--- src/design/obi_integrity_config.svh ---
// Bus, checksum and fault code parameters shared by the integrity unit
// Both buses use the same address and data widths
// OBI_MAX_OUTSTANDING must be at least 1

`ifndef OBI_INTEGRITY_CONFIG_SVH
`define OBI_INTEGRITY_CONFIG_SVH

`define OBI_ADDR_W 32
`define OBI_DATA_W 32

// Request and response checksum widths
`define ACHK_W 13
`define RCHK_W 5

// Only this rchk bit is meaningful for a store response
`define RCHK_STORE_BIT 4

`define OBI_MAX_OUTSTANDING 2

`define FAULT_CODE_W 11
`define FAULT_LOAD_INTEGRITY 11'h402
`define FAULT_STORE_INTEGRITY 11'h403

`endif

--- src/design/obi_integrity_pkg.sv ---
// Types and checksum functions for the OBI integrity unit
// The checksums assume 32-bit address and data with byte-wise parity
// atop, mid and exokay are not carried and enter the checksums as zero

`include "obi_integrity_config.svh"

package obi_integrity_pkg;

  typedef struct packed {
    logic [`OBI_ADDR_W-1:0]   addr;
    logic                     we;
    logic [`OBI_DATA_W/8-1:0] be;
    logic [`OBI_DATA_W-1:0]   wdata;
    logic [2:0]               prot;
    logic [1:0]               memtype;
    logic                     dbg;
  } obi_req_t;

  typedef struct packed {
    logic                 req;
    logic                 reqpar;
    obi_req_t             payload;
    logic [`ACHK_W-1:0]   achk;
  } obi_bus_out_t;

  typedef struct packed {
    logic [`OBI_DATA_W-1:0] rdata;
    logic                   err;
    logic [`RCHK_W-1:0]     rchk;
  } obi_resp_t;

  // Field order keeps instr_tag_t equal to the low bits of data_tag_t
  typedef struct packed {
    logic had_integrity;
    logic gnt_par_fault;
  } instr_tag_t;

  typedef struct packed {
    logic is_store;
    logic had_integrity;
    logic gnt_par_fault;
  } data_tag_t;

  typedef struct packed {
    logic      valid;
    obi_resp_t resp;
    logic      rvalid_par_fault;
    logic      is_store;
    logic      had_integrity;
    logic      gnt_par_fault;
  } resp_event_t;

  // Bits 7 and 6 cover atop and mid, which are always zero
  function automatic logic [`ACHK_W-1:0] f_achk(input obi_req_t req);
    f_achk = {^req.wdata[31:24], ^req.wdata[23:16], ^req.wdata[15:8], ^req.wdata[7:0],
              ~req.dbg, 1'b0, 1'b0, ~^{req.be, req.we}, ~^{req.prot, req.memtype},
              ^req.addr[31:24], ^req.addr[23:16], ^req.addr[15:8], ^req.addr[7:0]};
  endfunction

  // exokay is always zero, so bit 4 reduces to err
  function automatic logic [`RCHK_W-1:0] f_rchk(input logic err,
                                                input logic [`OBI_DATA_W-1:0] rdata);
    f_rchk = {^{err, 1'b0}, ^rdata[31:24], ^rdata[23:16], ^rdata[15:8], ^rdata[7:0]};
  endfunction

endpackage

--- src/design/obi_outstanding_fifo.sv ---
// Tag FIFO for requests granted but not yet answered
// Pushes while full and pops while empty are dropped
// head_tag is undefined while the FIFO is empty

`timescale 1ns/1ns
`include "obi_integrity_config.svh"

module obi_outstanding_fifo
  import obi_integrity_pkg::*;
#(
  parameter type tag_t = instr_tag_t
) (
  input  logic clk_i,
  input  logic arst_n,
  input  logic push,
  input  tag_t push_tag,
  input  logic pop,
  output tag_t head_tag,
  output logic full
);

  localparam int DEPTH = `OBI_MAX_OUTSTANDING;
  localparam int PTR_W = (DEPTH > 1) ? $clog2(DEPTH) : 1;
  localparam int CNT_W = $clog2(DEPTH + 1);

  tag_t             mem [DEPTH];
  logic [PTR_W-1:0] wr_ptr;
  logic [PTR_W-1:0] rd_ptr;
  logic [CNT_W-1:0] count;
  logic             do_push;
  logic             do_pop;

  assign full     = (count == CNT_W'(DEPTH));
  assign do_push  = push && !full;
  assign do_pop   = pop && (count != '0);
  assign head_tag = mem[rd_ptr];

  always_ff @(posedge clk_i or negedge arst_n) begin
    if (!arst_n) begin
      wr_ptr <= '0;
      rd_ptr <= '0;
      count  <= '0;
    end else begin
      if (do_push) begin
        wr_ptr <= (wr_ptr == PTR_W'(DEPTH - 1)) ? '0 : wr_ptr + 1'b1;
      end
      if (do_pop) begin
        rd_ptr <= (rd_ptr == PTR_W'(DEPTH - 1)) ? '0 : rd_ptr + 1'b1;
      end
      if (do_push && !do_pop) begin
        count <= count + 1'b1;
      end else if (do_pop && !do_push) begin
        count <= count - 1'b1;
      end
    end
  end

  always_ff @(posedge clk_i) begin
    if (do_push) begin
      mem[wr_ptr] <= push_tag;
    end
  end

endmodule

--- src/design/obi_bus_port.sv ---
// Request side and strobe checks for one OBI bus
// tag_t is instr_tag_t or data_tag_t; a narrower tag keeps the low fields
// Responses must arrive in request order, one per granted request
// The core must hold its request until req_ready and gnt are both high

`timescale 1ns/1ns

module obi_bus_port
  import obi_integrity_pkg::*;
#(
  parameter type tag_t = instr_tag_t
) (
  input  logic         clk_i,
  input  logic         arst_n,
  input  logic         integrity_en,
  input  logic         core_valid,
  input  obi_req_t     core_req,
  output logic         req_ready,
  output obi_bus_out_t bus_out,
  input  logic         gnt,
  input  logic         gntpar,
  input  logic         rvalid,
  input  logic         rvalidpar,
  input  obi_resp_t    resp,
  output resp_event_t  resp_evt,
  output logic         parity_fault
);

  logic      fifo_full;
  logic      bus_req;
  logic      granted;
  logic      gnt_par_fault;
  logic      rvalid_par_fault;
  data_tag_t push_full;
  data_tag_t head_full;
  tag_t      push_tag;
  tag_t      head_tag;

  // No new request once every outstanding slot is taken
  assign req_ready = !fifo_full;
  assign bus_req   = core_valid && !fifo_full;
  assign granted   = bus_req && gnt;

  always_comb begin
    bus_out.req     = bus_req;
    bus_out.reqpar  = ~bus_req;
    bus_out.payload = core_req;
    bus_out.achk    = f_achk(core_req);
  end

  // Parity strobes must always be the inverse of their strobe
  assign gnt_par_fault    = (gntpar == gnt);
  assign rvalid_par_fault = (rvalidpar == rvalid);
  assign parity_fault     = gnt_par_fault || rvalid_par_fault;

  always_comb begin
    push_full.is_store      = core_req.we;
    push_full.had_integrity = integrity_en;
    push_full.gnt_par_fault = gnt_par_fault;
    push_tag                = tag_t'(push_full[$bits(tag_t)-1:0]);
  end

  obi_outstanding_fifo #(
    .tag_t (tag_t)
  ) i_fifo (
    .clk_i    (clk_i),
    .arst_n   (arst_n),
    .push     (granted),
    .push_tag (push_tag),
    .pop      (rvalid),
    .head_tag (head_tag),
    .full     (fifo_full)
  );

  // Fields missing from a narrow tag read back as zero
  always_comb begin
    head_full                        = '0;
    head_full[$bits(tag_t)-1:0]      = head_tag;
    resp_evt.valid                   = rvalid;
    resp_evt.resp                    = resp;
    resp_evt.rvalid_par_fault        = rvalid_par_fault;
    resp_evt.is_store                = head_full.is_store;
    resp_evt.had_integrity           = head_full.had_integrity;
    resp_evt.gnt_par_fault           = head_full.gnt_par_fault;
  end

endmodule

--- src/design/obi_rchk_checker.sv ---
// Response checksum check for one bus
// Stores are checked on the err bit of rchk only
// The error output is a one-cycle pulse after the response

`timescale 1ns/1ns
`include "obi_integrity_config.svh"

module obi_rchk_checker
  import obi_integrity_pkg::*;
(
  input  logic        clk_i,
  input  logic        arst_n,
  input  logic        integrity_en,
  input  resp_event_t resp_evt,
  output logic        integrity_err,
  output logic        err_is_store
);

  logic [`RCHK_W-1:0] rchk_calc;
  logic               rchk_mismatch;
  logic               chk_fault;
  logic               err_next;

  assign rchk_calc = f_rchk(resp_evt.resp.err, resp_evt.resp.rdata);

  assign rchk_mismatch = resp_evt.is_store ?
      (resp_evt.resp.rchk[`RCHK_STORE_BIT] != rchk_calc[`RCHK_STORE_BIT]) :
      (resp_evt.resp.rchk != rchk_calc);

  // Checksum faults count only for requests sent with integrity
  assign chk_fault = integrity_en && resp_evt.had_integrity && rchk_mismatch;

  assign err_next = resp_evt.valid &&
      (chk_fault || resp_evt.rvalid_par_fault || resp_evt.gnt_par_fault);

  always_ff @(posedge clk_i or negedge arst_n) begin
    if (!arst_n) begin
      integrity_err <= 1'b0;
      err_is_store  <= 1'b0;
    end else begin
      integrity_err <= err_next;
      err_is_store  <= resp_evt.valid && resp_evt.is_store;
    end
  end

endmodule

--- src/design/integrity_alert_unit.sv ---
// Major alert and data fault code for both buses
// The alert and the fault code hold until reset
// Only the first data integrity error sets the fault code

`timescale 1ns/1ns
`include "obi_integrity_config.svh"

module integrity_alert_unit
  import obi_integrity_pkg::*;
(
  input  logic                     clk_i,
  input  logic                     arst_n,
  input  logic                     instr_parity_fault,
  input  logic                     data_parity_fault,
  input  logic                     instr_err,
  input  logic                     data_err,
  input  logic                     data_err_is_store,
  output logic                     alert_major,
  output logic [`FAULT_CODE_W-1:0] fault_code
);

  logic any_fault;
  logic code_free;

  assign any_fault = instr_parity_fault || data_parity_fault || instr_err || data_err;

  // Both fault codes are nonzero, so zero marks an empty code register
  assign code_free = (fault_code == '0);

  always_ff @(posedge clk_i or negedge arst_n) begin
    if (!arst_n) begin
      alert_major <= 1'b0;
    end else if (any_fault) begin
      alert_major <= 1'b1;
    end
  end

  always_ff @(posedge clk_i or negedge arst_n) begin
    if (!arst_n) begin
      fault_code <= '0;
    end else if (data_err && code_free) begin
      fault_code <= data_err_is_store ? `FAULT_STORE_INTEGRITY : `FAULT_LOAD_INTEGRITY;
    end
  end

endmodule

--- src/design/obi_integrity_unit.sv ---
// Integrity unit for the instruction fetch and data OBI buses
// The fetch bus always sends be all ones, we low and wdata zero
// integrity_en is sampled per request and also gates the rchk check

`timescale 1ns/1ns
`include "obi_integrity_config.svh"

module obi_integrity_unit
  import obi_integrity_pkg::*;
(
  input  logic                     clk_i,
  input  logic                     arst_n,
  input  logic                     integrity_en,
  input  logic                     instr_valid,
  input  obi_req_t                 instr_req,
  output logic                     instr_ready,
  output obi_bus_out_t             instr_bus,
  input  logic                     instr_gnt,
  input  logic                     instr_gntpar,
  input  logic                     instr_rvalid,
  input  logic                     instr_rvalidpar,
  input  obi_resp_t                instr_resp,
  input  logic                     data_valid,
  input  obi_req_t                 data_req,
  output logic                     data_ready,
  output obi_bus_out_t             data_bus,
  input  logic                     data_gnt,
  input  logic                     data_gntpar,
  input  logic                     data_rvalid,
  input  logic                     data_rvalidpar,
  input  obi_resp_t                data_resp,
  output logic                     instr_integrity_err,
  output logic                     data_integrity_err,
  output logic                     alert_major,
  output logic [`FAULT_CODE_W-1:0] fault_code
);

  obi_req_t    instr_req_fixed;
  resp_event_t instr_evt;
  resp_event_t data_evt;
  logic        instr_parity_fault;
  logic        data_parity_fault;
  logic        data_err_is_store;

  // Fetches are word reads, whatever the core puts in these fields
  always_comb begin
    instr_req_fixed       = instr_req;
    instr_req_fixed.be    = '1;
    instr_req_fixed.we    = 1'b0;
    instr_req_fixed.wdata = '0;
  end

  obi_bus_port #(.tag_t(instr_tag_t)) i_instr_port (
    .clk_i(clk_i), .arst_n(arst_n), .integrity_en(integrity_en),
    .core_valid(instr_valid), .core_req(instr_req_fixed), .req_ready(instr_ready),
    .bus_out(instr_bus), .gnt(instr_gnt), .gntpar(instr_gntpar),
    .rvalid(instr_rvalid), .rvalidpar(instr_rvalidpar), .resp(instr_resp),
    .resp_evt(instr_evt), .parity_fault(instr_parity_fault)
  );

  obi_bus_port #(.tag_t(data_tag_t)) i_data_port (
    .clk_i(clk_i), .arst_n(arst_n), .integrity_en(integrity_en),
    .core_valid(data_valid), .core_req(data_req), .req_ready(data_ready),
    .bus_out(data_bus), .gnt(data_gnt), .gntpar(data_gntpar),
    .rvalid(data_rvalid), .rvalidpar(data_rvalidpar), .resp(data_resp),
    .resp_evt(data_evt), .parity_fault(data_parity_fault)
  );

  // A fetch never stores, so its store flag stays open
  obi_rchk_checker i_instr_chk (
    .clk_i(clk_i), .arst_n(arst_n), .integrity_en(integrity_en), .resp_evt(instr_evt),
    .integrity_err(instr_integrity_err), .err_is_store()
  );

  obi_rchk_checker i_data_chk (
    .clk_i(clk_i), .arst_n(arst_n), .integrity_en(integrity_en), .resp_evt(data_evt),
    .integrity_err(data_integrity_err), .err_is_store(data_err_is_store)
  );

  integrity_alert_unit i_alert (
    .clk_i(clk_i), .arst_n(arst_n),
    .instr_parity_fault(instr_parity_fault), .data_parity_fault(data_parity_fault),
    .instr_err(instr_integrity_err), .data_err(data_integrity_err),
    .data_err_is_store(data_err_is_store),
    .alert_major(alert_major), .fault_code(fault_code)
  );

endmodule

--- config.mk ---
export PLATFORM = sky130hd
export DESIGN_NAME = obi_integrity_unit
export DESIGN_NICKNAME = d
export VERILOG_FILES = /design/src/design/obi_integrity_pkg.sv /design/src/design/obi_outstanding_fifo.sv /design/src/design/obi_bus_port.sv /design/src/design/obi_rchk_checker.sv /design/src/design/integrity_alert_unit.sv /design/src/design/obi_integrity_unit.sv
export VERILOG_INCLUDE_DIRS = /design/src /design/src/design
export SDC_FILE = /design/constraint.sdc
export NUM_CORES = 1
export LEC_CHECK = 0
export BUFFER_PORTS_ARGS = -buffer_cell sky130_fd_sc_hd__buf_2
export CAP_MARGIN = 20
export CELL_PAD_IN_SITES_DETAIL_PLACEMENT = 0
export CELL_PAD_IN_SITES_GLOBAL_PLACEMENT = 1
export CORE_AREA = 2 2 168 170
export DETAILED_ROUTE_END_ITERATION = 8
export DIE_AREA = 0 0 170 172
export PLACE_DENSITY_LB_ADDON = 0.1
export SKIP_CTS_REPAIR_TIMING = 1
export SYNTH_ARGS = -nofsm -noshare
export SYNTH_HDL_FRONTEND = slang
export SYNTH_SLANG_ARGS = --single-unit
--- constraint.sdc ---
create_clock -name clk_i -period 4.38 [get_ports clk_i]
set_clock_uncertainty 0.1 [all_clocks]
set_input_delay 0.438 -clock clk_i [delete_from_list [all_inputs] [get_ports clk_i]]
set_output_delay 0.438 -clock clk_i [all_outputs]
set_load 0.01 [all_outputs]
After elaboration in Yosys (flattened, before gate mapping)
Memories as Yosys holds them, arrays and structs flattened.
Cells that the tools add are included.

word-level totals
  output and inout port bits = 196
  memories = 2
  bits of input ports = 239
  flip-flop bits (word level) = 23
  bits in writable memories = 10
  word-level logic and storage cells = 113

memory list
  memory                   depth  bits a word  rd ports  clocked after memory_dff  wr ports  line                        RTL
  i_data_port.i_fifo.mem   2      3            1         0                         1         obi_outstanding_fifo.sv:26  tag_t mem [DEPTH];
  i_instr_port.i_fifo.mem  2      2            1         0                         1         obi_outstanding_fifo.sv:26

cells by class
  equal/unequal tests = 9
  bitwise operators = 4
  reduce and logical (&&, ||, !) cells = 65
  add/sub/neg operators = 8
  mux-type cells = 14

operators with widths
  kind                 count
  $reduce_xor 8->1     20
  $logic_and 1x1->1    20
  $reduce_xnor 5->1    3
  $logic_not 11->1     1
  $mux 1               10
  $ne 5x5->1           2
  $logic_or 1x1->1     9
  $mux 2               4
  $reduce_bool 2->1    4
  $logic_not 1->1      6
  $add 1x1->1 const B  4
  $add 2x1->2 const B  2
  $eq 1x1->1           4
  $eq 2x2->1 const B   2
  $not 1->1            4
  $reduce_xor 2->1     2
  $sub 2x1->2 const B  2
  $ne 1x1->1           1

Logic depth before layout (Yosys ltp)
  word-level depth = 9
  depth in mapped cells = 9
  depth with buffers taken out = 9

Hierarchy
Synthesis repeated with hierarchy kept, for this count alone.

second synthesis, totals
  cell total of the unflattened synthesis = 530
  area total of the unflattened synthesis = 4785.8 um2

modules (own cells, without submodules)
  module                                      cells an instance  sequential area each (um2)  area an instance (um2)  times used
  obi_bus_port (i_instr_port)                 192                0.0                         1505.2                  1
  obi_bus_port (i_data_port)                  191                0.0                         1497.7                  1
  obi_rchk_checker                            37                 50.0                        422.9                   2
  obi_outstanding_fifo (i_data_port.i_fifo)   27                 280.3                       406.6                   1
  obi_outstanding_fifo (i_instr_port.i_fifo)  24                 220.2                       335.3                   1
  integrity_alert_unit                        20                 75.1                        187.7                   1
  obi_integrity_unit                          2                  0.0                         7.5                     1

Worst setup path before layout
Ideal clock, no wire load.

  path type = in2reg
  from = input port data_resp[16] (netlist name)
  to = register i_data_chk.integrity_err
  buffers on the path = 0
  setup slack = 2.661 ns
  setup time = 0.135 ns
  arrival = 1.484 ns
  required time = 4.145 ns
  stages = 5
  cells stage by stage = xnor2_1 > xnor3_2 > xnor2_1 > nor4_1 > o211ai_1

between the ends
  word-level cells in the longest chain between the ends = 7

RTL lines
  element                         line                      RTL
  start: declaration              obi_integrity_unit.sv:31  input obi_resp_t data_resp,
  $reduce_xor 8->1                obi_integrity_pkg.sv:63   f_rchk = {^{err, 1'b0}, ^rdata[31:24], ^rdata[23:16], ^rdata[15:8], ^rdata[7:0]};
  $ne 5x5->1                      obi_rchk_checker.sv:28    (resp_evt.resp.rchk != rchk_calc);
  $mux 1                          obi_rchk_checker.sv:26    assign rchk_mismatch = resp_evt.is_store ?
  $logic_and 1x1->1               obi_rchk_checker.sv:31    assign chk_fault = integrity_en && resp_evt.had_integrity && rchk_mismatch;
  $logic_or 1x1->1 (2 in series)  obi_rchk_checker.sv:34    (chk_fault || resp_evt.rvalid_par_fault || resp_evt.gnt_par_fault);
  $logic_and 1x1->1               obi_rchk_checker.sv:33    assign err_next = resp_evt.valid &&
  named net i_data_chk.err_next   obi_rchk_checker.sv:22    logic err_next;
  end signal: assignment          obi_rchk_checker.sv:41    integrity_err <= err_next;
  end: declaration                obi_rchk_checker.sv:15    output logic integrity_err,

The timed path passes the listed nets, and every way through them passes these cells.
A chain may end at the register's enable or synchronous reset.

==> flow_metrics.env <==
export IMPL_antenna_cells=0
export IMPL_clockRootBuffer="clkbuf_16"
export IMPL_ys_top_cells_by_count="buf_4, xnor2_1, xor2_1"
export IMPL_coreArea_sq_um=27500
export IMPL_arrival_ps=1280
export IMPL_synth_area_top_cells="buf_4, xnor2_1, dfrtp_1"
export IMPL_drc=0
export IMPL_period_needed_ps=1820
export IMPL_synth_edf_count=10
export IMPL_syn_to_final_growth_pct=30.2
export IMPL_htreeDepth=1
export IMPL_yosysSeqAreaShare=0.171
export IMPL_report_power_total_uw=1330
export IMPL_cts_tree="yes"
export IMPL_fin_hold_ws_ps=-13.7
export IMPL_wl_per_cell_um=9.38
export IMPL_leakagePower_uw=0.00248
export IMPL_grt_pass1_wl_um=12300
export IMPL_min_period_over_period=0.416
export IMPL_clkTransAtPathRegs_ps=60
export IMPL_ys_seq_elements=24
export IMPL_cp_cell_sequence="buf_2 -> xor2_1 -> xnor2_1 -> xnor2_1 -> buf_2"
export IMPL_grt_max_degree=15
export IMPL_status="complete, but fails checks"
export IMPL_syn_avg_cell_area_sq_um=9.20
export IMPL_rows=61
export IMPL_cp_end_kind="output port"
export IMPL_worst_endpoint_required_ps=3840
export IMPL_worst_setup_path_type="input port to output port"
export IMPL_stdcell_area_sq_um=4950
export IMPL_dr_pass1_iters=4
export IMPL_gr_total_overflow=0
export IMPL_initial_core_util=0.138
export IMPL_dpl_cell_count=984
export IMPL_synth_ff_type="dfrtp_1"
export IMPL_n_fill_cell=3140
export IMPL_finalSetupViolations=0
export IMPL_maxCapViolations=0
export IMPL_synth_distinct_cells=26
export IMPL_pin_count=435
export IMPL_critPathMaxFanout=2
export IMPL_place_gp_congestion=0.670
export IMPL_cts_buffers=3
export IMPL_grt_pass1_vias=2723
export IMPL_synthCells=413
export IMPL_ir_drop_mv=0.0998
export IMPL_drtAntennaViolNets=0
export IMPL_vias_per_cell=3.07
export IMPL_cts_num_sinks=24
export IMPL_fmax_mhz=549
export IMPL_p_per_area_nw_per_um2=268
export IMPL_rsz0062_at_grt="no"
export IMPL_placed_area_sq_um=4870
export IMPL_drt_iter0_drc=62
export IMPL_ys_async_sr_fraction=0.583
export IMPL_slowest_stage="xnor2_1"
export IMPL_violations="negative hold slack"
export IMPL_port_buffers=343
export IMPL_hold_viol_final=14
export IMPL_clk_latency_ps=250
export IMPL_fin_nets=884
export IMPL_worst_setup_path_start_kind="input port"
export IMPL_maxSlewViolCount=0
export IMPL_synth_area_sq_um=3800
export IMPL_synth_top_cell_area_share=0.336
export IMPL_yosys_cell_count_top_type="buf_4"
export IMPL_r2r_setup_slack_ps=2590
export IMPL_drive_above_1_share=0.544
export IMPL_fp_dieW_um=170
export IMPL_dr_total_vias=3038
export IMPL_instances_no_fill=988
export IMPL_grt_antenna_before_repair=0
export IMPL_min_path_type="input port to asynchronous set/reset pin"
export IMPL_yosys_warnings=0
export IMPL_tns_ps=0
export IMPL_slowest_delay_ps=260
export IMPL_yosys_area_top_type="buf_4"
export IMPL_hpwl_um=8640
export IMPL_clockBufferDepth=2
export IMPL_wirelength_um=9260
export IMPL_track_usage=0.0515
export IMPL_die_h_um=172
export IMPL_die_area_sq_um=29200
==> through the flow <==
step                      hold slack [ps]   util  setup slack, ps
final                               -13.7  0.180             2560
after global routing                 14.6  0.180             2380
after CTS                           0.812  0.180             2480
after detailed placement              275  0.177             2230
after global placement                275  0.177             2280
after floorplan                      42.4      -             2660
==> per-layer routing <==
metal,routed length [um],track usage,part of all wire
met1,3260,0.0540,0.35
met2,5020,0.109,0.54
met3,980,0.0110,0.11
met4,0,0.00223,0
met5,0,0,0
==> placed cells by master (no fill, tap or decap), drive strengths merged, types with 2 or more instances in the layout <==
master,Yosys,layout
and3,2,2
buf,170,343
clkbuf,0,3
conb,2,54
dfrtp,14,14
edfxtp,10,10
ha,2,2
inv,7,7
mux2i,3,3
nand2,8,8
nand2b,2,2
nor2,6,6
nor2b,3,3
nor3,3,3
o21ai,5,5
xnor2,132,132
xnor3,7,7
xor2,30,30
==> critical path: cells and delay by family <==
family                    cells  cell delay, ps
buffers and inverters         2             290
xor gates and xnor gates      3             550
==> sequential cells by signal, summed over array words and instances (netlist names) <==
signal                      count
i_instr_port.i_fifo.rd_ptr      1
i_data_port.i_fifo.rd_ptr       1
i_instr_chk.integrity_err       1
i_alert.alert_major             1
i_instr_port.i_fifo.wr_ptr      1
i_data_port.i_fifo.mem          6
i_instr_port.i_fifo.count       2
i_data_port.i_fifo.wr_ptr       1
i_alert.fault_code              2
i_data_chk.integrity_err        1
i_data_port.i_fifo.count        2
i_instr_port.i_fifo.mem         4
i_data_chk.err_is_store         1
==> cells by family after synthesis <==
kind of cell,count (synthesis),share of synthesized area
other cells,2,0.00198
flops,24,0.171
compound gates,9,0.0145
xor+xnor,169,0.420
fa+ha+maj,2,0.00658
mux,4,0.0109
simple gates,26,0.0323
buf+inv,177,0.343
==> path summary, 6_finish.rpt <==
| check | cells past startpoint | end | from |
|---|---|---|---|
| setup / recovery | 5 | data_bus[1] | data_req[58] |
| hold / removal | 1 | i_data_chk.err_is_store$_DFF_PN0_ | arst_n |
| min in group clk_i | 1 | i_data_port.i_fifo.mem[0][2]$_DFFE_PP_ | data_req[42] |
| hold reg to reg | 2 | i_alert.fault_code[0]$_DFFE_PN0P_ | i_alert.fault_code[0]$_DFFE_PN0P_ |
| setup reg to reg | 8 | i_data_port.i_fifo.count[1]$_DFFE_PN0P_ | i_data_port.i_fifo.count[0]$_DFFE_PN0P_ |
| max in group asynchronous | 1 | i_instr_port.i_fifo.count[0]$_DFFE_PN0P_ | arst_n |
==> power breakdown <==
part           switching [uW]  internal (uW)
Clock                    73.4            122
Sequential               51.2            297
Combinational             376            408
Total                     500            827
==> cell type report <==
class                           count  area (sq um)  area share
Timing Repair Buffer              343          1720       0.347
Multi-Input combinational cell    264          2040       0.413
Inverter                            7          26.3     0.00531
Clock inverter                      1          3.75    0.000759
Clock buffer                        3          75.1      0.0152
Tap cell                          346           433      0.0875
Sequential cell                    24           651       0.131
Power figures use the tool's default switching activity.
